[config.mk]
export PLATFORM = sky130hd
export DESIGN_NAME = hostWishbone
export DESIGN_NICKNAME = d
export VERILOG_FILES = /design/src/reluLayerPkg.sv /design/src/hostWishbone.sv
export VERILOG_INCLUDE_DIRS = /design/src
export SDC_FILE = /design/constraint.sdc
export NUM_CORES = 1
export LEC_CHECK = 0
export BUFFER_PORTS_ARGS = -buffer_cell sky130_fd_sc_hd__buf_4
export CORE_UTILIZATION = 50
export CTS_BUF_LIST = sky130_fd_sc_hd__clkbuf_2
export DETAILED_ROUTE_END_ITERATION = 12
export PLACE_DENSITY = 0.82
export REMOVE_ABC_BUFFERS = 1
export SLEW_MARGIN = 15
export SYNTH_ARGS = -nofsm -noshare
export SYNTH_HDL_FRONTEND = slang
export SYNTH_SLANG_ARGS = --single-unit
[constraint.sdc]
create_clock -name clk -period 3.1 [get_ports clk]
set_input_delay 0.155 -clock clk [delete_from_list [all_inputs] [get_ports clk]]
set_output_delay 0.155 -clock clk [all_outputs]
set_load 0.02 [all_outputs]
[src/reluLayer_macros.svh]
`ifndef RELULAYER_MACROS_SVH
`define RELULAYER_MACROS_SVH

// Layer shape.
`define NUM_NEURONS 4
`define NUM_INPUTS 10

// Word sizes.
`define DATA_W 16
`define ADR_W 8
`define WEIGHT_DEPTH 64

// Q8.8 fraction bits.
`define FRAC_W 8

// Wishbone word address map.
`define ACT_BASE 8'h40
`define CTRL_ADR 8'h50
`define OUT_BASE 8'h58

`endif

[src/reluLayerPkg.sv]
`default_nettype none

`include "reluLayer_macros.svh"

package reluLayerPkg;

	// Q8.8 sample and the wide running sum.
	typedef logic signed [`DATA_W-1:0] sample_t;
	typedef logic signed [2*`DATA_W-1:0] accum_t;

	typedef logic [$clog2(`WEIGHT_DEPTH)-1:0] weightAddr_t;

	// One activation per input, shared by every neuron.
	typedef sample_t [`NUM_INPUTS-1:0] activationVector_t;

	// One result per neuron.
	typedef sample_t [`NUM_NEURONS-1:0] resultVector_t;

endpackage

`default_nettype wire

[src/hostWishbone.sv]
`timescale 1ns/100ps
`default_nettype none

`include "reluLayer_macros.svh"

module hostWishbone
	import reluLayerPkg::*;
(
	input  logic                    clk,
	input  logic                    reset,
	input  logic                    cyc,
	input  logic                    stb,
	input  logic                    we,
	input  logic [`ADR_W-1:0]       adr,
	input  logic [`DATA_W-1:0]      datIn,
	output logic [`DATA_W-1:0]      datOut,
	output logic                    ack,
	output logic                    wrEn,
	output weightAddr_t             wrAddr,
	output sample_t                 wrData,
	output activationVector_t       activations,
	output logic                    start,
	input  logic [`NUM_NEURONS-1:0] done,
	input  resultVector_t           results
);

	logic access;
	logic busy;
	logic isWeight;
	logic isAct;
	logic isCtrl;
	logic isOut;
	logic [`ADR_W-1:0] actOffset;
	logic [`ADR_W-1:0] outOffset;
	logic [`DATA_W-1:0] readValue;

	// ~~~~~~~~~~~~~~~~~~~~~~~~~~~~~~~~~~~~~~~~~~~~~~~~~~~~~~~~~~~~~~~~~~~~~~~~~~
	// Address decode.
	assign access = cyc && stb && !ack; // New request, not yet acknowledged.
	assign busy = start || !(&done);
	assign actOffset = adr - `ACT_BASE;
	assign outOffset = adr - `OUT_BASE;
	assign isWeight = (adr < `ADR_W'(`WEIGHT_DEPTH));
	assign isAct = (adr >= `ACT_BASE) && (actOffset < `ADR_W'(`NUM_INPUTS));
	assign isCtrl = (adr == `CTRL_ADR);
	assign isOut = (adr >= `OUT_BASE) && (outOffset < `ADR_W'(`NUM_NEURONS));

	assign wrEn = access && we && isWeight && !busy;
	assign wrAddr = weightAddr_t'(adr);
	assign wrData = datIn;

	always_comb
	begin
		readValue = '0; // Unmapped and weight reads.
		if (isCtrl)
			readValue = {{(`DATA_W-1){1'b0}}, busy};
		else if (isAct)
			readValue = activations[actOffset];
		else if (isOut)
			readValue = results[outOffset];
	end

	always_ff @(posedge clk)
	begin
		if (reset)
		begin
			ack <= 1'b0;
			start <= 1'b0;
		end
		else
		begin
			ack <= access;
			start <= access && we && isCtrl && datIn[0] && !busy;
		end
	end

	always_ff @(posedge clk)
	begin
		if (access && we && isAct && !busy)
			activations[actOffset] <= datIn;
		if (access && !we)
			datOut <= readValue;
	end

endmodule

`default_nettype wire

* Yosys cells after proc, flatten, opt, wreduce, memory -nomap -nowiden
Index checks and enable logic that the tools add are counted. W data, S select, Z words.
Word-level totals: ROM bits 0, memories 0, input port bits 97, bits in registers 178, latch bits 0, output and inout port bits 201, RAM bits 0
Operators by class: mux-type cells 10, divide/modulo/power cells 0, eq/ne operators 1, magnitude comparators 8, bitwise gates (word level) 0, shift-type cells 0, reduce and logical (&&, ||, !) cells 20, multiply operators 0, $add $sub $neg 2
Operator list (count):
- $bwmux W160 | 1
- $mux W16 | 5
- $bmux W16 S4 | 1
- $demux W16 S4 | 1
- $bmux W16 S2 | 1
- $ge A8 B7 Y1 const B | 2
- $lt A8 B3 Y1 const B | 2
- $sub A8 B7 Y8 const B | 2
- $logic_and A1 B1 Y1 | 14
- $eq A8 B7 Y1 const B | 1
- $ge A8 B1 Y1 const B | 1
- $lt A8 B4 Y1 const B | 1
- $lt A8 B5 Y1 const B | 1
- $lt A8 B7 Y1 const B | 1
- $logic_not A1 Y1 | 4
- $reduce_and A4 Y1 | 1
- $logic_or A1 B1 Y1 | 1
- $mux W1 | 1

* Longest topological paths before layout
Gate-level depths: netlist of the first run.
depth after elaboration 6, mapped depth 8, depth with buffers taken out 5

* Least setup slack after synthesis of the first run
No wires, ideal clock.
path type register to register, start point register ack, end point register activations[48] (netlist name) (enable), setup time 0.388 ns, arrival 2.031 ns, data required time 2.712 ns, slack 0.681 ns, cell stages (with the launch flop) 6, period minus slack after synthesis 2.419 ns, cells stage by stage dfxtp_1 nand3b_1 or4b_4 nor2_2 nand2_1 nor2_1
Between the ends: cells in the longest elaborated chain, start to end 5
Ends and longest elaborated chain:
- from (decl) | line hostWishbone.sv:17 | output logic ack,
- from (signal assigned) | line hostWishbone.sv:72 | ack <= access;
- $logic_not A1 Y1 | line hostWishbone.sv:39 | assign access = cyc && stb && !ack;
- $logic_and A1 B1 Y1 | line hostWishbone.sv:39
- $logic_and A1 B1 Y1 (3 in a row) | line hostWishbone.sv:79 | if (access && we && isAct && !busy)
- to (signal, indexed assignment) | line hostWishbone.sv:80 | activations[actOffset] <= datIn;
- to (decl) | line hostWishbone.sv:21 | output activationVector_t activations,
No other way between the ends. A chain may end at the register's enable or synchronous reset.

* Worst setup path in the final report of the first run
start point register ack, end point register datOut[11] (enable)
Between the ends: cells in the longest elaborated chain, start to end 3
Ends and longest elaborated chain:
- $logic_not A1 Y1 | line hostWishbone.sv:39
- $logic_and A1 B1 Y1 | line hostWishbone.sv:39
- $logic_and A1 B1 Y1 | line hostWishbone.sv:81 | if (access && !we)
- to (signal assigned) | line hostWishbone.sv:82 | datOut <= readValue;
- to (decl) | line hostWishbone.sv:16 | output logic [`DATA_W-1:0] datOut,
No other way between the ends.

==> results.ini, run 1 <==
[outcome]
status=finished, final reports clean

[setup_path]
crit_type=flop to flop
critPathSlowestCell=dlygate4sd3_1
crit_chain=nand3b_1 > dlygate4sd3_1 > nor2_2 > dlygate4sd3_1
cpMostUsedCell=dlygate4sd3_1
cp.required_ns=3.52
endpoint_kind=flop
cp-start-kind=flop
path_max_fanout=6
slowest_delay_ns=0.95
worstPathArrival_ns=3.23

[hold_path]
min_path_type=input pin to flop

[timing]
fin_setup_tns_ns=0
finalSetupViolCount=0
max_freq_ghz=0.356
final_max_slew_viol_count=0
worst_slack_ns=0.290
fin_skew_ns=0.0239
worstMarginPinSlew_ns=0.910
max_slew_margin_pct=39.2
fin_crit_sh_pct=90.6
rsz0062_at_grt=false
whs_ns=0.0383
period_needed_ns=2.81
finalHoldViolations=0

[floorplanning]
std_cell_rows=44
boundaryPins=298
initial_core_util_pct=51.9
die_x_um=126
core_area_um2=14800
die_area_um2=15800
die_y_um=126

[global_route]
first_global_vias=5953
track_usage_pct=31.6
antenna_found_initial=0
grt_pass1_wl_um=35800
grt_max_degree=41
overflow=0

[logic_synthesis]
yosysTopAreaCellShare_pct=69.0
ys_types=34
synth_area_per_cell_um2=18.2
ys_top_cells_by_area=edfxtp_1, mux4_2, mux2i_1
ys_seq_area_share_pct=69.5
ys_ff_latch=178
synth_cells=420
yosysTopAreaCell=edfxtp_1
netlist_area_um2=7660
synth_warnings=0

[detailed_routing]
dr.pass1.iters=5
drt_iter0_drc=489
viasPerCell=5.90
wl_um=24800
antenna_left=0
num_vias=5719
wl_per_cell_um=25.6
route.detailed.drc=0

[finish]
layout-drive-gt1-share_pct=54.5
antennaDiodeCount=0
final_common_cell=buf_4
fin_nets=870
fillers=933
area_growth_pct=42.5
final_util_pct=74.0
final_cell_mix=buf_4, edfxtp_1, dlygate4sd3_1

[cts]
clkLatencyLatePin_ns=0.76
post-cts-setup-buffers=0
tritoncts=done
path_clk_slew_ns=0.22
cts_sinks=178
cts_made_buffers=17
cts.htree.levels=4
ctsResizeCount=0
root_buffer=clkbuf_2
clk_path_buf_depth=2

[power]
p_per_area_nw_per_um2=410
peakVddDrop_mv=0.247
p_leak_nw=4.28

[place]
place_hpwl_um=17000
place_congestion=0.874
place_ws_ns=0.595
io_buffers=297

[flow_run]
cap_violations=0

==> flip-flops by register name, summed over array words and instances (netlist names) <==
signal / cells
datOut: 16
ack: 1
start: 1
activations: 160
==> cells by family after synthesis <==
group	synth area share, %
compound gates	5.60
buf+inv	4.98
fa+ha+maj	0.163
simple gates	3.64
mux	16.1
flops	69.5
==> metrics by stage <==
step / power [W] / instance area [um^2] / std cells
global placement: 0.00313 / 10100 / 881
CTS: 0.00448 / 10900 / 969
global route: 0.00460 / 10900 / 969
detailed placement: 0.00314 / 10100 / 881
floorplan: 0.00286 / 7340 / 374
finish: 0.00447 / 10900 / 969
==> final cells by class <==
type	instances	area, um^2	area share, %
Clock buffer	17	85.1	0.779
Inverter	16	60.1	0.550
Sequential cell	178	5330	48.8
Clock inverter	15	190	1.74
Multi-Input combinational cell	180	2000	18.3
Timing Repair Buffer	379	3020	27.7
Tap cell	184	230	2.11
==> Yosys cell counts <==
master / count
buf_6: 4
nand3_1: 2
or4b_4: 1
nor2_1: 12
a211o_1: 1
a221oi_2: 12
clkbuf_1: 3
nand2_1: 10
nor3_1: 2
mux2_2: 15
nor2b_1: 1
o21ai_1: 2
nor2_2: 1
o22ai_1: 28
ha_1: 1
buf_4: 28
o311ai_1: 1
edfxtp_1: 176
nor3b_2: 1
mux2i_1: 33
nor4bb_1: 1
inv_1: 16
nand4b_1: 2
nand2b_1: 3
buf_2: 11
dfxtp_1: 2
nand3b_1: 5
a21oi_1: 4
nand4_1: 1
o221ai_1: 3
mux2_1: 1
mux4_2: 32
nor3b_1: 1
nor3_2: 4
==> final timing paths <==
kind                            slack, ns             from  cells past startpoint    endpoint
worst max-delay path                 0.29              ack                      4  datOut[11]
worst min-delay path                 0.04      results[50]                      4   datOut[2]
worst max register to register       0.29              ack                      4  datOut[11]
worst min register to register       0.84  activations[25]                      3   datOut[9]
==> worst max-delay path, delay by kind of cell (launching register included) <==
kind / cells / cell delay [ns]
buf+inv: 2 / 1.57
simple gates: 2 / 0.56
flops: 1 / 0.35
==> timing repair <==
action | 4_1_cts | 5_1_grt
setup endpoints to repair | 0 | 0
hold endpoints to repair | 193 | 0
hold buffers | 56 | 0
==> report_power, final <==
group / total, W / switching [W] / internal [W]
clock network: 0.00132 / 0.000793 / 0.000523
logic: 0.000503 / 0.000233 / 0.000270
registers: 0.00265 / 0.00000323 / 0.00265
==> layer usage <==
layer	global-route usage, %	up-vias	wire, um
met5	0	-	0
met4	13.7	0	724
met3	6.92	60	2560
met2	53.6	439	12600
met1	39.4	2830	8890
li1	-	2390	-
(Power assumes the default switching activity.)
==> run 2, diff against run 1 <==
--- a/config.mk
+++ b/config.mk
@@ -6,8 +6,9 @@
 export SDC_FILE = /design/constraint.sdc
 export NUM_CORES = 1
 export LEC_CHECK = 0
+export ABC_AREA = 1
 export BUFFER_PORTS_ARGS = -buffer_cell sky130_fd_sc_hd__buf_4
-export CORE_UTILIZATION = 50
+export CORE_UTILIZATION = 51
 export CTS_BUF_LIST = sky130_fd_sc_hd__clkbuf_2
 export DETAILED_ROUTE_END_ITERATION = 12
 export PLACE_DENSITY = 0.82
==> results.ini, run 2 <==
[logic_synthesis]
async_flop_share_pct=0  ; unchanged
yosysTopAreaCell=edfxtp_1
synth_warnings=0  ; unchanged
synthFlopType=edfxtp_1
synth_most_common_cell=nand2_1
netlist_area_um2=8160  ; +6.5%
synth_area_per_cell_um2=9.94  ; -46%
synth_edf_count=176  ; unchanged
ys_top_cells_by_area=edfxtp_1, nand2_1, nand3_1
synth_cells=821  ; +95%
ys_seq_area_share_pct=65.3  ; -4.3 points
ys_types=24  ; -29%
yosysTopAreaCellShare_pct=64.8  ; -4.2 points
ys_ff_latch=178  ; unchanged
synthTopCellsByCount=nand2_1, edfxtp_1, nand3_1

[detailed_routing]
wl_per_cell_um=19.7  ; -23%
num_vias=7347  ; +28%
drt_iter0_drc=708  ; +45%
viasPerCell=5.32  ; -9.9%
wl_um=27300  ; +9.9%
route.detailed.drc=0  ; unchanged
antenna_left=0  ; unchanged
dr.pass1.iters=5  ; unchanged

[power]
peakVddDrop_mv=0.301  ; +22%
netSwitchingFraction_pct=23.4  ; +0.40 points
p_leak_nw=5.02  ; +17%
power_frac_clock_pct=32.0  ; +2.6 points
sequentialPowerShare_pct=56.7  ; -2.6 points
p_sw_w=0.00109  ; +6.4%
p_comb_share_pct=11.3  ; about the same
p_per_area_nw_per_um2=409  ; -0.13%
p_int_w=0.00358  ; +4.1%

[setup_path]
worstPathArrival_ns=3.40  ; +0.17 ns
cp-start-kind=input pin
timing.rr.start=start
rrSetupSlack_ns=0.33  ; +0.04 ns
cp.required_ns=3.56  ; +0.04 ns
crit_type=input pin to flop
endpoint_kind=flop
reg2reg_to=activations[51]
path_max_fanout=10  ; +4
reg2regPathDepth=7  ; +3

[timing]
finalSetupViolCount=0  ; unchanged
finalHoldViolations=0  ; unchanged
fin_skew_ns=0.0327  ; +0.00882 ns
max_slew_margin_pct=48.6  ; +9.5 points
worstMarginPinSlew_ns=0.770  ; -0.140 ns
final_max_slew_viol_count=0  ; unchanged
rsz0062_at_grt=false
fin_setup_tns_ns=0  ; unchanged
fin_crit_sh_pct=94.6  ; +4.0 points
period_needed_ns=2.93  ; +0.124 ns
max_freq_ghz=0.341  ; -4.2%

[cts]
hold_buffers=59  ; +5.4%
path_clk_slew_ns=0.25  ; +0.03 ns
cts.htree.levels=4  ; unchanged
tritoncts=done
clkLatencyLatePin_ns=0.76  ; about the same
clk_path_buf_depth=2  ; unchanged
cts_sinks=178  ; unchanged
post-cts-setup-buffers=0  ; unchanged
ctsResizeCount=0  ; unchanged
cts_made_buffers=17  ; unchanged
root_buffer=clkbuf_2

[finish]
largest_register_ffs=160  ; unchanged
top_regs=activations x160, datOut x16
fin_nets=1255  ; +44%
area_growth_pct=40.2
layout-drive-gt1-share_pct=32.1  ; -22 points
final_common_cell=nand2_1
final_util_pct=74.1  ; +0.13 points
stdcell_count=1381  ; +43%
regMostFlops=activations
final_cell_mix=nand2_1, buf_4, edfxtp_1

[global_route]
antenna_found_initial=1  ; +1
track_usage_pct=33.4  ; +1.8 points
grt_pass1_wl_um=39600  ; +11%
first_global_vias=7057  ; +19%
grt_max_degree=65  ; +59%
overflow=0  ; unchanged

[floorplanning]
core_area_um2=15400  ; +4.6%
die_area_um2=16500  ; +4.4%
die_y_um=128  ; +2.2%
std_cell_rows=45  ; +2.3%
die_x_um=128  ; +2.2%
initial_core_util_pct=52.9  ; +0.97 points
boundaryPins=298  ; unchanged

[flow_run]
cap_violations=0  ; unchanged

[hold_path]
hold_end=activations[143]
holdPathStages=3  ; -1
min_path_type=input pin to flop
hold_start=adr[3]

[place]
io_buffers=297  ; unchanged
dp.cells=1290  ; +46%
place_congestion=0.838  ; -4.1%
place_hpwl_um=18200  ; +6.8%

[outcome]
status=finished, final reports clean

run 2: cell count changes after synthesis, moves of 14 or more:
cell / before / now
nand2_1: 10 / 321
nand3_1: 2 / 123
nor2_1: 12 / 56
mux2i_1: 33 / 0
mux4_2: 32 / 0
o22ai_1: 28 / 0
mux2_2: 15 / 0
inv_1: 16 / 30
run 2: cells by family after synthesis:
kind of cell / Yosys count / synth area share (%)
compound gates: 32 / 1.96
flops: 178 / 65.3
buf+inv: 98 / 6.52
fa+ha+maj: 1 / 0.153
simple gates: 512 / 26.1
run 2: layout make-up:
cell class / instances / area (um^2)
flip-flops and latches: 178 / 5330
multi-input cells: 545 / 2340
clock buffers: 19 / 95.1
inverters: 36 / 135
well taps: 211 / 264
diodes: 1 / 2.50
clock inverters: 12 / 230
fillers: 1098 / 3990
repair buffers: 379 / 3040
run 2: per-layer routing:
layer | up-vias | track usage [%] | wire length (um) | part of all wire, %
li1 | 3406 | - | - | -
met1 | 3398 | 41.3 | 10000 | 37
met2 | 481 | 56.4 | 13400 | 49
met3 | 62 | 8.11 | 3130 | 11
met4 | 0 | 13.7 | 739 | 2.7
met5 | - | 0 | 0 | 0
run 2: power by group through the flow:
| stage | combinational [W] | sequential [W] | clock (W) |
|---|---|---|---|
| 6_report | 0.000527 | 0.00265 | 0.00150 |
| 5_1_grt | 0.000569 | 0.00265 | 0.00160 |
| 3_3_place_gp | 0.000444 | 0.00270 | 0 |
| 2_1_floorplan | 0.000149 | 0.00272 | 0 |
| 3_5_place_dp | 0.000450 | 0.00270 | 0 |
| 4_1_cts | 0.000522 | 0.00265 | 0.00150 |
run 2: worst max path at each step:
stage,from,to,depth (start not counted)
2_1_floorplan,adr[1],activations[100],4
3_3_place_gp,adr[5],activations[139],9
3_5_place_dp,adr[5],activations[131],9
4_1_cts,stb,activations[51],11
5_1_grt,stb,start,12
6_report,stb,activations[51],11
run 2: stage by stage:
step | setup WS [ns] | power [W] | hold WS (ns) | area [um^2]
final | 0.166 | 0.00468 | 0.0712 | 11400
after global routing | 0.0641 | 0.00482 | 0.0562 | 11400
after CTS | 0.278 | 0.00468 | 0.0180 | 11400
after detailed placement | 0.897 | 0.00315 | 0.335 | 10500
after global placement | 0.973 | 0.00315 | 0.331 | 10500
after floorplan | 0.591 | 0.00287 | 0.239 | 7760
run 2: critical path: stages:
cell,delay [ns]
dlygate4sd3_1,0.55
buf_4,0.11
nand2_1,0.03
dlygate4sd3_1,0.55
nor2_1,0.12
nand2_1,0.17
nor3_4,0.29
nand3_1,0.16
dlygate4sd3_1,0.62
nor2_2,0.33
buf_4,0.30
