**config.mk**
```make
export PLATFORM = sky130hd
export DESIGN_NAME = weightMemory
export DESIGN_NICKNAME = d
export VERILOG_FILES = /design/src/reluLayerPkg.sv /design/src/weightMemory.sv
export VERILOG_INCLUDE_DIRS = /design/src
export SDC_FILE = /design/constraint.sdc
export NUM_CORES = 1
export LEC_CHECK = 0
export BUFFER_PORTS_ARGS = -buffer_cell sky130_fd_sc_hd__buf_2
export CAP_MARGIN = 20
export CORE_MARGIN = 5
export CORE_UTILIZATION = 35
export DETAILED_ROUTE_END_ITERATION = 12
export SLEW_MARGIN = 15
export SYNTH_ARGS = -nofsm -noshare
export SYNTH_HDL_FRONTEND = slang
export SYNTH_SLANG_ARGS = --single-unit
```
**constraint.sdc**
```tcl
create_clock -name clk -period 2.8 [get_ports clk]
set_input_delay 0.56 -clock clk [delete_from_list [all_inputs] [get_ports clk]]
set_output_delay 0.56 -clock clk [all_outputs]
set_load 0.02 [all_outputs]
```
**src/reluLayer_macros.svh**
```systemverilog
`ifndef RELULAYER_MACROS_SVH
`define RELULAYER_MACROS_SVH

// Layer shape.
`define NUM_NEURONS 4
`define NUM_INPUTS 10

// Word sizes.
`define DATA_W 16
`define ADR_W 8
`define WEIGHT_DEPTH 64

// Q8.8 fraction bits.
`define FRAC_W 8

// Wishbone word address map.
`define ACT_BASE 8'h40
`define CTRL_ADR 8'h50
`define OUT_BASE 8'h58

`endif

```
**src/reluLayerPkg.sv**
```systemverilog
`default_nettype none

`include "reluLayer_macros.svh"

package reluLayerPkg;

	// Q8.8 sample and the wide running sum.
	typedef logic signed [`DATA_W-1:0] sample_t;
	typedef logic signed [2*`DATA_W-1:0] accum_t;

	typedef logic [$clog2(`WEIGHT_DEPTH)-1:0] weightAddr_t;

	// One activation per input, shared by every neuron.
	typedef sample_t [`NUM_INPUTS-1:0] activationVector_t;

	// One result per neuron.
	typedef sample_t [`NUM_NEURONS-1:0] resultVector_t;

endpackage

`default_nettype wire

```
**src/weightMemory.sv**
```systemverilog
`timescale 1ns/100ps
`default_nettype none

`include "reluLayer_macros.svh"

module weightMemory
	import reluLayerPkg::*;
(
	input  logic        clk,
	input  logic        wrEn,
	input  weightAddr_t wrAddr,
	input  sample_t     wrData,
	input  logic        rdEn,
	input  weightAddr_t rdAddr,
	output sample_t     rdData
);

	// Weights and biases, eleven words per neuron.
	sample_t mem [`WEIGHT_DEPTH];

	always_ff @(posedge clk)
	begin
		if (wrEn)
			mem[wrAddr] <= wrData;
	end

	always_ff @(posedge clk)
	begin
		if (rdEn)
			rdData <= mem[rdAddr]; // Holds between reads.
	end

endmodule

`default_nettype wire

```
Word level (Yosys, flattened, before mapping)
Memories as Yosys holds them, arrays and structs flattened. A register that Yosys moved wholly into a read port is not among the register bits.
Index checks and enable logic that the tools add are counted.
{ "totals": {"ff_bits": 0, "ram_bits": 1024, "input_bits": 31, "elab_cells": 3, "mem_count": 1} }
{ "classes": {"muxes": 2} }
{ "mem_list": {"columns": ["memory", "depth", "word_bits", "read_ports", "rd_clocked_by_memory_dff", "write_ports", "line_no", "text"], "rows": [
  ["mem", 64, 16, 1, 1, 1, "weightMemory.sv:19", "sample_t mem [`WEIGHT_DEPTH];"]
]} }
{ "ops": {"columns": ["operator", "n"], "rows": [
  ["$mux W1", 2]
]} }

Longest topological paths before layout
Gate-level depths: netlist of the first run.
{ "logic_depth": {"word_depth": 2, "mapped_depth": 10, "depth_no_buf": 5} }

Worst setup path before layout of the first run
OpenSTA, ideal clock, no wires.
{ "synth_path": {"path_kind": "input -> register", "start": "in wrAddr[3]", "end": "mem mem[48][0] (netlist bit) (enable)", "setup_time_ns": 0.409, "arrival_ns": 2.186, "required_ns": 2.391, "slack_ns": 0.205, "stages": 4, "path_buffers": 1, "path_cell_list": "clkbuf_1 nor2b_1 nand4b_1 nor3_1"} }
{ "synth_lines": {"columns": ["element", "line_no", "text"], "rows": [
  ["start, declared", "weightMemory.sv:11", "input weightAddr_t wrAddr,"],
  ["end, declared", "weightMemory.sv:19", null]
]} }
No word-level cell before the write port.

==> results of run 1 <==
[sequential cells by signal, summed over array words and instances, names as in the netlist]
| register | count |
|---|---|
| mem | 1024 |
| rdData | 16 |
[layout by cell type, fill, tap and decap left out, types with 4 or more instances in the layout]
cell type  instances
nand2_1           59
edfxtp_1        1040
and4_1             5
a211o_1            8
a221o_1            6
clkbuf_1          27
mux2i_1           85
mux4_1             4
buf_4            189
inv_6              6
a21oi_1           17
a22oi_1           39
a22o_1             6
clkinv_1          24
o21ai_0            5
mux2_2            27
nand3_1           24
buf_2             43
nand4_1           12
nor2b_1           30
a311oi_1           8
diode_2            7
a41oi_1            5
bufinv_16          8
mux4_2           220
a221oi_1          16
a211oi_1           8
a31oi_1            8
clkinv_2          20
buf_12            34
nor2_1            71
clkbuf_16        107
[stage by stage]
step	utilization	power, mW	instance area (um^2)
final	0.413	32.8	47100
after global routing	0.413	33.9	47100
after CTS	0.413	33.1	47100
after detailed placement	0.383	19.4	43700
after global placement	0.383	19.4	43700
after floorplan	-	18.5	40200
[worst max path at each step]
stage	start	endpoint	slack (ns)	cells after the start
floorplan	wrAddr[3]	mem[48][0]	0.21	4
global placement	rdAddr[0]	rdData[11]	-0.40	8
detailed placement	rdAddr[0]	rdData[9]	-0.40	8
CTS	rdAddr[0]	rdData[11]	0.32	8
global route	rdAddr[0]	rdData[11]	0.19	8
finish	rdAddr[0]	rdData[9]	0.27	8
[routing by layer]
metal,vias to the layer above,share of wire
met5,-,0.00098
met3,166,0.073
met2,663,0.48
li1,8264,-
met4,14,0.028
met1,10500,0.41
[worst register-to-register path, stage by stage, from the launching register on]
cell and delay [ns]:
edfxtp_1 0.37, mux4_2 0.46, mux2i_1 0.33, a22oi_1 0.19
a31oi_1 0.53, buf_4 0.22, a311oi_1 0.04
[cell type report]
| cell class | instances | area, um^2 |
|---|---|---|
| Timing Repair Buffer | 269 | 2360 |
| Clock buffer | 134 | 2780 |
| Fill cell | 9933 | 67000 |
| Multi-Input combinational cell | 685 | 8250 |
| Clock inverter | 66 | 617 |
| Antenna cell | 7 | 17.5 |
| Tap cell | 1512 | 1890 |
| Sequential cell | 1040 | 31200 |
[power breakdown]
part           total (mW)  switching [mW]  internal, mW
registers            17.3          0.0480          17.3
clock network        13.7            5.88          7.82
logic                1.78            1.07         0.714
[logic make-up (layout without fill, tap and decap cells)]
kind of cell | count (synthesis) | in the layout
AOI/OAI and AO/OA | 129 | 129
buffers and inverters | 104 | 469
DFF | 1040 | 1040
muxes | 336 | 336
other | 0 | 7
and+or+nand+nor | 220 | 220
==> results.txt, run 1 <==
The die is 349 um wide. After global routing the overflow that remains totals 0. The tools report the met2 usage as 0.261.

After synthesis the netlist holds a flip-flop and latch count of 1040. Yosys mapped a number of flops with a built-in enable equal to 1040. For the number of endpoints with negative hold slack in the final report, the log shows 0. By area the synthesized netlist is led by edfxtp_1, mux4_2, mux2i_1. The tools report the global routing usage on met1 as 0.217. After global routing, the most crowded layer is met2.

Traced cell by cell, the critical path runs through buf_8, buf_12, mux4_2, mux2i_1, a22oi_1, a31oi_1, buf_4, a311oi_1. Area inside the core boundary: 114000 um^2. The reg-to-reg setup timing slack is 0.41 ns, and the final antenna-violating net count is 0. The critical path's largest stage delay came out at 0.53 ns. The worst clock skew came out at 0.0225 ns. On the critical path the largest part of the delay comes from multiplexers. The pre-antenna-repair detailed-routing pass consisted of 5 iterations. When the netlist entered floorplanning its net count stood at 1860.

Cell leakage power: 15.1 nW. Dominant combinational cell family by area after synthesis: multiplexers. Measured along the y axis, the die boundary spans 349 um. Setup violations remaining at the end of the flow were counted as 0.

The run finished with clean final reports. Length in cells of the worst reg-to-reg path: 6. The average routed wire per standard cell came out at 26.5 um.

Across the VDD grid, the largest voltage drop is 0.000565 V. The multiplexer area fraction after synthesis was 0.155; the fraction of final layout cells with drive strength greater than 1 was 0.308. The adder-cell area share of the yosys netlist was 0. Nature of the critical path endpoint: a flop. Adding up every negative setup slack in the final design gives 0 ns.

Capture point of the worst reg-to-reg path: rdData[9]. The top cell type's share of synthesized area is 0.777, and the DRC violation count after routing is 0. The placed cell count is 3506, and the number of sinks on the clock net is 1040.

In this run, post-CTS repair resized a total of 0 instances. The fraction of the yosys area taken by sequential cells was 0.777; the share of the synthesized netlist area taken by xor and xnor gates was 0. The synthesized design spends more area on one cell type than any other, namely edfxtp_1.

The top flip-flop cell by instance count after synthesis was edfxtp_1. The least setup slack across all paths after layout was 0.274 ns. The number of port buffers works out to 46. The worst endpoint data arrival time is 2.93 ns. Setup repair after global routing left no endpoint under its margin. The max-slew violation count was 0. The tree is rooted in a clkbuf_16. The die covers 122000 um^2.

For the tightest slew margin relative to the limit, the log shows 0.355. Entering global routing, the biggest net connects 65 pins. The worst hold slack is 0.179 ns, and the number of warnings issued by yosys is 0. The master of the slowest instance on the critical path was mux4_2. The required time at the worst-slack endpoint was 3.21 ns; the detailed-route via count was 19600. The worst register-to-register path begins at mem[2][9].

The commonest cells after synthesis are edfxtp_1, mux4_2, mux2i_1. For the pin with the worst max-slew slack, the measured transition is 0.968 ns. After the flow finishes, the layout carries non-filler instances totaling 3713.

In this run the deepest clock path goes through 3 buffers. The run gives 0.352 as the starting utilization of the core area. The simple-gate share of the synthesized area came out at 0.0264.

At the end of routability-driven placement, the weighted congestion stood at 0.819. Area added between synthesis and finish: 17.3%. During I/O placement, the number of pins put on the boundary was 47.

The final HPWL from detailed placement came out at 62500 um. Number of buffers created by CTS: 107. STA classifies the critical path startpoint as a primary input. The mean instance size in the synthesized netlist is 22.0 um^2. The share of the synthesized area in compound gates (AO/OA/AOI/OAI) is 0.0240, and the wire length of the first global-routing pass is 143000 um.

The final critical-path share of the clock period is 0.902, and the max capacitance violation total is 0. The path with the worst hold slack has its endpoint at mem[15][3]. The share of flip-flops with an asynchronous set or reset after synthesis is 0.

The number of global-route vias before repair came out at 20200. Post-CTS setup buffer count: 0. The cell depth of the worst hold path is 1. Power spread over the standard cell area amounts to 696 nW/um^2. For this run, the post-layout net count is 2134. For the cell area after technology mapping, the log shows 40200 um^2.

Derived from the worst setup path, the maximum achievable clock frequency is 396 MHz. The minimum clock period is 2.53 ns. The initial antenna violation count was 17; the CTS H-tree depth was 3.

The launch point of the worst hold path was wrData[3]. TritonCTS built the clock tree. Buffer and inverter count on the worst path: 3.

The run gives 0 as the quantity of hold-fixing buffers added after cts. After synthesis, the netlist uses 42 different library cells. The run gives 1829 as the number of cells produced by synthesis. For the clock latency on the worst-skew pair, the log shows 0.68 ns.

The tightest min-delay check is of the primary input to flop type. The logs give 0.0389 for the met3 usage and -0.402 ns for the placement-stage worst setup slack. The library cell with the highest instance count after synthesis was edfxtp_1.

The clock input transition at the sequential cells of the worst setup and hold paths was 0.06 ns. The detailed-route wire length was 98500 um. The largest fanout on the critical path is 26, and the detail-routed via count per cell is 5.28. The run gives 2110 as the number of DRC violations after detailed-routing iteration 0.

The setup path with the least slack is of type primary input to flop. The global routing usage summed across all routing layers is 0.160. The tools report the total number of placement rows as 124.
No activity file was read; power rests on OpenSTA's default activity.
==> run 2: changes to the inputs <==
- CELL_PAD_IN_SITES_DETAIL_PLACEMENT: unset -> 1
- CELL_PAD_IN_SITES_GLOBAL_PLACEMENT: unset -> 1
- PLACE_DENSITY_LB_ADDON: unset -> 0.1
==> run 2 against run 1 <==
Net effect:
- hold slack got worse by 0.0020 ns
- count of clock-buffer cells in the layout grew 10
- maximum frequency up 4.5%
- critical path depth did not move
==> results.txt, run 2 (synthesis results as in run 1) <==
Setup repair after global routing left no endpoint under its margin. The run gives 0.000517 V (was 0.000565 V) as the highest ir drop seen on vdd. The max-slew violation count was 0 (unchanged); the DRC violation count after routing was 0 (unchanged). The switching power as a share of total power came out at 0.214 (was 0.213).

The critical path's largest stage delay was 0.58 ns (was 0.53 ns); the post-CTS setup buffer count was 0 (unchanged). The die outline height was 349 um (unchanged). The initial antenna violation count is 14 (was 17). The most common cell after layout, fill and taps aside is edfxtp_1 (unchanged). TritonCTS built the clock tree. For the share of total power in combinational logic, the log shows 0.056 (was 0.054). The total overflow reported by the global router came out at 0 (unchanged). The tools report the number of DRC violations after detailed-routing iteration 0 as 1902 (was 2110). The number of sinks on the clock net is 1040 (unchanged), and the number of endpoints with negative hold slack in the final report is 0 (unchanged). The tools report the sequential group share of total power as 0.521 (was 0.528). The fraction of final layout cells with drive strength greater than 1 is 0.313 (was 0.308), and the overall die area is 122000 um^2 (unchanged). The tools report the detailed-route via count as 19500 (was 19600).

The critical path's top delay family was multiplexers (unchanged). The number of port buffers was 46 (unchanged); the part of the total power dissipated in the clock network was 0.423 (was 0.418). The run gives 110000 um (was 98500 um) as the detailed-route wire length.

The clock latency on the worst-skew pair was 0.68 ns (about the same); the area inside the core boundary was 114000 um^2 (unchanged). The count of cells resized by post-cts repair is 0 (unchanged). The number of buffers created by CTS is 114 (was 107). The logs give 3 (unchanged) for the number of buffers on the longest clock path and 0 (unchanged) for the quantity of hold-fixing buffers added after cts. Number of global-route vias before repair: 21100 (was 20200).

The final critical-path share of the clock period is 0.864 (was 0.902), and the power per cell area is 700 nW/um^2 (was 696 nW/um^2). The tools report the library cell used as clock root buffer as clkbuf_16 (unchanged). The worst clock skew came out at 0.0314 ns (was 0.0225 ns). For the least setup slack across all paths after layout, the log shows 0.382 ns (was 0.274 ns). The minimum clock period is 2.42 ns (was 2.53 ns), and the tightest slew margin relative to the limit is 0.433 (was 0.355). The type of element launching the critical path was a primary input (unchanged). The max capacitance violation total is 0 (unchanged), and the total number of placement rows is 124 (unchanged). Top register by number of flip-flops: mem (unchanged).

The run gives 158000 um (was 143000 um) as the wire length of the first global-routing pass. The CTS H-tree depth is 3 (unchanged). Cells along the critical path: buf_8, buf_12, mux4_2, mux2i_1, a22oi_1, a31oi_1, buf_4, a311oi_1 (unchanged). The tools report the internal power as 26.1 mW (was 25.8 mW).

The tools report the pin count of the biggest net entering global routing as 65 (unchanged). The master of the slowest instance on the critical path was a31oi_1 (was mux4_2). The slew at the pin closest to its max-slew limit is 0.851 ns (was 0.968 ns). The flow ran to the end, and the final reports show no timing, DRC or antenna violations. The routability congestion estimate from global placement was 0.761 (was 0.819). The nature of the critical path endpoint was a flop (unchanged). The summed negative setup slack over all endpoints was 0 ns (unchanged).

The detail-routed via count per cell is 5.22 (was 5.28), and the worst hold slack is 0.177 ns (was 0.179 ns). The logs give 0 (unchanged) for the total setup violations reported at the end of the flow and 33.3 mW (was 32.8 mW) for the sum of internal, switching and leakage power. Final antenna-violating net count: 0 (unchanged). Highest-count cells in the layout ignoring fill and taps: edfxtp_1, mux4_2, buf_4 (unchanged).

For the reported net switching power, the log shows 7.11 mW (was 7.00 mW). For the cell leakage power, the log shows 15.2 nW (was 15.1 nW). Top Registers: mem (1024), rdData (16) (unchanged). The clock input transition at the sequential cells of the worst setup and hold paths is 0.06 ns (about the same). The average routed wire per standard cell works out to 29.4 um (was 26.5 um). The required time at the worst-slack endpoint is 3.21 ns (about the same). Flip-flop count of the largest register, all copies and words added: 1024 (unchanged). The largest fanout on the critical path was 18 (was 26); the final HPWL from detailed placement was 70300 um (was 62500 um). The area added between synthesis and finish came out at 18.2% (was 17.3%). The maximum clock rate is 414 MHz (was 396 MHz), and the number of placed I/O pins is 47 (unchanged). The worst hold-check path type was primary input to flop (unchanged).

The first-pass iteration count of the detailed router was 5 (unchanged). The worst endpoint data arrival time is 2.82 ns (was 2.93 ns). The tools report the placement-stage worst setup slack as -0.361 ns (was -0.402 ns). Width of the die: 349 um (unchanged).

The final net count is 2163 (was 2134). For the global routing usage summed across all routing layers, the log shows 0.181 (was 0.160). Worst setup path category: primary input to flop (unchanged). The starting utilization of the core area was 0.352 (unchanged); the buffer and inverter count on the worst path was 3 (unchanged).
==> run 2: cell count changes in the layout (fill, tap and decap cells not counted), sizes merged <==
cell | before | now
inv | 8 | 2
diode | 7 | 5
clkinv | 49 | 52
clkinvlp | 1 | 4
buf | 269 | 291
bufinv | 8 | 6
clkbuf | 134 | 144
==> run 2: area by class of cell <==
type / instances / area [um^2]
diodes: 5 / 12.5
clock buffers: 144 / 3030
clock inverters: 64 / 447
fillers: 10800 / 66700
multi-input cells: 685 / 8250
flip-flops and latches: 1040 / 31200
well taps: 1512 / 1890
repair buffers: 291 / 2650
==> run 2: per-layer routing <==
layer / wire length (um) / vias to the layer above / global-route usage
met5: 54 / - / 0
met4: 2810 / 8 / 0.0452
li1: - / 8341 / -
met2: 53600 / 425 / 0.298
met3: 5130 / 163 / 0.0317
met1: 48300 / 10600 / 0.251
==> run 2: worst paths after layout <==
check	startpoint	to	slack, ns	depth (start not counted)
worst min register to register	mem[56][14]	rdData[14]	0.92	5
worst max register to register	mem[1][9]	rdData[9]	0.39	6
worst max-delay path	rdAddr[0]	rdData[9]	0.38	8
worst min-delay path	wrData[10]	mem[22][10]	0.18	1
==> run 2: power by group through the flow <==
stage,Combinational (mW),Clock (mW),Sequential [mW]
2_1_floorplan,0.893,0,17.7
3_3_place_gp,1.89,0,17.6
3_5_place_dp,1.92,0,17.6
4_1_cts,1.92,14.5,17.3
5_1_grt,1.99,15.2,17.3
6_report,1.86,14.1,17.3
==> run 2: worst register-to-register path, delay by kind of cell, from the launching register on <==
family / cells / cell delay, ns
flops: 1 / 0.37
mux: 2 / 0.77
buf+inv: 1 / 0.23
compound gates: 3 / 0.77
==> run 2: stage by stage <==
step / util / instance area (um^2) / std cells
after detailed placement: 0.385 / 44000 / 3528
after global routing: 0.416 / 47500 / 3736
after global placement: 0.385 / 44000 / 3528
after CTS: 0.416 / 47500 / 3736
final: 0.416 / 47500 / 3741
after floorplan: - / 40200 / 1829
==> run 3: changes to the inputs <==
- CORE_UTILIZATION: 35 -> 36
==> run 3 against run 2 <==
Net effect:
- first-iteration DRC count down 15%
- non-clock buffer count is 4 higher
- wire length is 3.5% higher
- hold slack gained 0.20 ns
- clock skew down 0.0090 ns
- sequential share of layout area fell by 0.21 points
- cell count shrank 0.78%
- largest cell class unchanged
==> results.txt, run 3 (synthesis results as in run 1) <==
The worst hold slack was 0.374 ns (was 0.177 ns). Highest-count cells in the layout ignoring fill and taps: edfxtp_1, mux4_2, buf_4 (unchanged). The master of the slowest instance on the critical path was a31oi_1 (unchanged).

For the max capacitance violation total, the log shows 0 (unchanged). The run gives 0 (unchanged) as the total setup violations reported at the end of the flow. Number of buffers created by CTS: 112 (was 114). The number of sinks on the clock net was 1040 (unchanged); the worst endpoint data arrival time was 2.96 ns (was 2.82 ns).

Sum of internal, switching and leakage power: 33.4 mW (was 33.3 mW). The clock input transition at the sequential cells of the worst setup and hold paths works out to 0.06 ns (about the same). The logs give 5 (unchanged) for the first-pass iteration count of the detailed router and 0.27 ns (was 0.39 ns) for the reg-to-reg setup timing slack.

Top Registers: mem (1024), rdData (16) (unchanged). The area added between synthesis and finish came out at 18.6% (was 18.2%). The logs give 0 (unchanged) for the quantity of hold-fixing buffers added after cts and 162000 um (was 158000 um) for the wire length of the first global-routing pass. TritonCTS built the clock tree.

The worst clock skew was 0.0223 ns (was 0.0314 ns); the required time at the worst-slack endpoint was 3.21 ns (about the same). Number of buffers on the longest clock path: 3 (unchanged). The detail-routed via count per cell came out at 5.31 (was 5.22). Setup repair after global routing left no endpoint under its margin. The capture point of the worst reg-to-reg path was rdData[0] (was rdData[9]). The highest ir drop seen on vdd came out at 0.000498 V (was 0.000517 V). Cell depth of the worst hold path: 1 (unchanged). The worst setup path category was primary input to flop (unchanged).

Reg-to-reg critical path startpoint: mem[31][0] (was mem[1][9]). The starting utilization of the core area was 0.363 (was 0.352); the DRC violation count after routing was 0 (unchanged). The detailed-route via count was 19700 (was 19500). The logs give 3 (unchanged) for the CTS H-tree depth and 118000 um^2 (was 122000 um^2) for the overall die area.

The run gives 18 (was 14) as the initial antenna violation count. The clock latency on the worst-skew pair was 0.69 ns (was 0.68 ns); the flip-flop count of the largest register, all copies and words added was 1024 (unchanged). The max-slew violation count is 0 (unchanged). The run gives 122 (was 124) as the total number of placement rows. For the final net count, the log shows 2165 (was 2163). Worst hold-check path type: primary input to flop (unchanged). Number of endpoints with negative hold slack in the final report: 0 (unchanged).

The critical path's largest stage delay came out at 0.61 ns (was 0.58 ns). Worst hold endpoint: mem[35][6] (was mem[22][10]). The minimum clock period is 2.54 ns (was 2.42 ns).

The number of port buffers works out to 46 (unchanged). The tightest slew margin relative to the limit is 0.400 (was 0.433), and the number of DRC violations after detailed-routing iteration 0 is 1622 (was 1902). Top register by number of flip-flops: mem (unchanged). Launch point of the worst hold path: wrData[6] (was wrData[10]). The global routing usage summed across all routing layers is 0.193 (was 0.181). The summed negative setup slack over all endpoints was 0 ns (unchanged); the fraction of final layout cells with drive strength greater than 1 was 0.317 (was 0.313).

The average routed wire per standard cell is 30.6 um (was 29.4 um), and the cell leakage power is 15.3 nW (was 15.2 nW). Nature of the critical path endpoint: a flop (unchanged). The width of the die is 344 um (was 349 um). The routability congestion estimate from global placement is 0.784 (was 0.761), and the pin count of the biggest net entering global routing is 65 (unchanged). The tools report the type of element launching the critical path as a primary input (unchanged).

The library cell used as clock root buffer is clkbuf_16 (unchanged). For the post-CTS setup buffer count, the log shows 0 (unchanged). For the area inside the core boundary, the log shows 111000 um^2 (was 114000 um^2). For the final antenna-violating net count, the log shows 0 (unchanged).

The number of global-route vias before repair was 21100 (about the same); the largest fanout on the critical path was 23 (was 18). The length in cells of the worst reg-to-reg path was 6 (unchanged). The count of cells resized by post-cts repair was 0 (unchanged). Final critical-path share of the clock period: 0.908 (was 0.864).

The number of placed I/O pins was 47 (unchanged); the power per cell area was 701 nW/um^2 (was 700 nW/um^2). The most common cell after layout, fill and taps aside is edfxtp_1 (unchanged). The maximum clock rate came out at 393 MHz (was 414 MHz). The final HPWL from detailed placement is 72900 um (was 70300 um).

The flow ran to the end, and the final reports show no timing, DRC or antenna violations. The detailed-route wire length was 114000 um (was 110000 um); the die outline height was 344 um (was 349 um). The total overflow reported by the global router came out at 0 (unchanged). Cells along the critical path: buf_8, buf_12, mux4_2, mux2i_1, nand3_1, a31oi_1, buf_4, a311oi_1 (was buf_8, buf_12, mux4_2, mux2i_1, a22oi_1, a31oi_1, buf_4, a311oi_1). The slew at the pin closest to its max-slew limit is 0.900 ns (was 0.851 ns).
## run 3: cell types whose count changed in the layout (fill, tap and decap cells not counted), sizes merged
cell,change
buf,+4
bufinv,+2
clkbuf,-10
clkinv,-5
clkinvlp,-1
diode,+1
inv,+4
## run 3: cell type report
type	instances	area (um^2)
fill	10300	63200
sequential	1040	31200
multi-input combinational	685	8250
clock buffer	134	2910
timing repair buffer	295	2840
tap	1488	1860
clock inverter	64	559
antenna	6	15.0
## run 3: power by group
part / internal, mW / switching (mW)
clock: 8.10 / 6.07
sequential: 17.3 / 0.0535
combinational: 0.759 / 1.16
## run 3: worst max-delay path by stage
stage / slack, ns / start / endpoint
6_report: 0.26 / rdAddr[0] / rdData[0]
5_1_grt: 0.24 / mem[18][0] / rdData[0]
4_1_cts: 0.28 / mem[18][0] / rdData[0]
3_5_place_dp: -0.41 / rdAddr[0] / rdData[0]
3_3_place_gp: -0.42 / rdAddr[0] / rdData[0]
2_1_floorplan: 0.21 / wrAddr[3] / mem[48][0]
## run 3: worst max-delay path, delay by kind of cell
family                 cells  cell delay, ns
and+or+nand+nor            1            0.18
AOI/OAI and AO/OA          2            0.65
muxes                      2            0.86
buffers and inverters      3            0.65
## run 3: metrics by stage
| step | instances | utilization | cell area [um^2] | setup slack [ns] |
|---|---|---|---|---|
| finish | 3712 | 0.430 | 47700 | 0.257 |
| global route | 3706 | 0.430 | 47600 | 0.238 |
| CTS | 3706 | 0.430 | 47600 | 0.283 |
| detailed placement | 3508 | 0.399 | 44200 | -0.413 |
| global placement | 3508 | 0.399 | 44200 | -0.420 |
| floorplan | 1829 | - | 40200 | 0.205 |
## run 3: routing by layer
| metal | wire length [um] | track usage | up-vias |
|---|---|---|---|
| met5 | 23 | 0 | - |
| li1 | - | - | 8314 |
| met4 | 2390 | 0.0476 | 4 |
| met3 | 6300 | 0.0355 | 129 |
| met2 | 54200 | 0.311 | 471 |
| met1 | 50900 | 0.275 | 10800 |
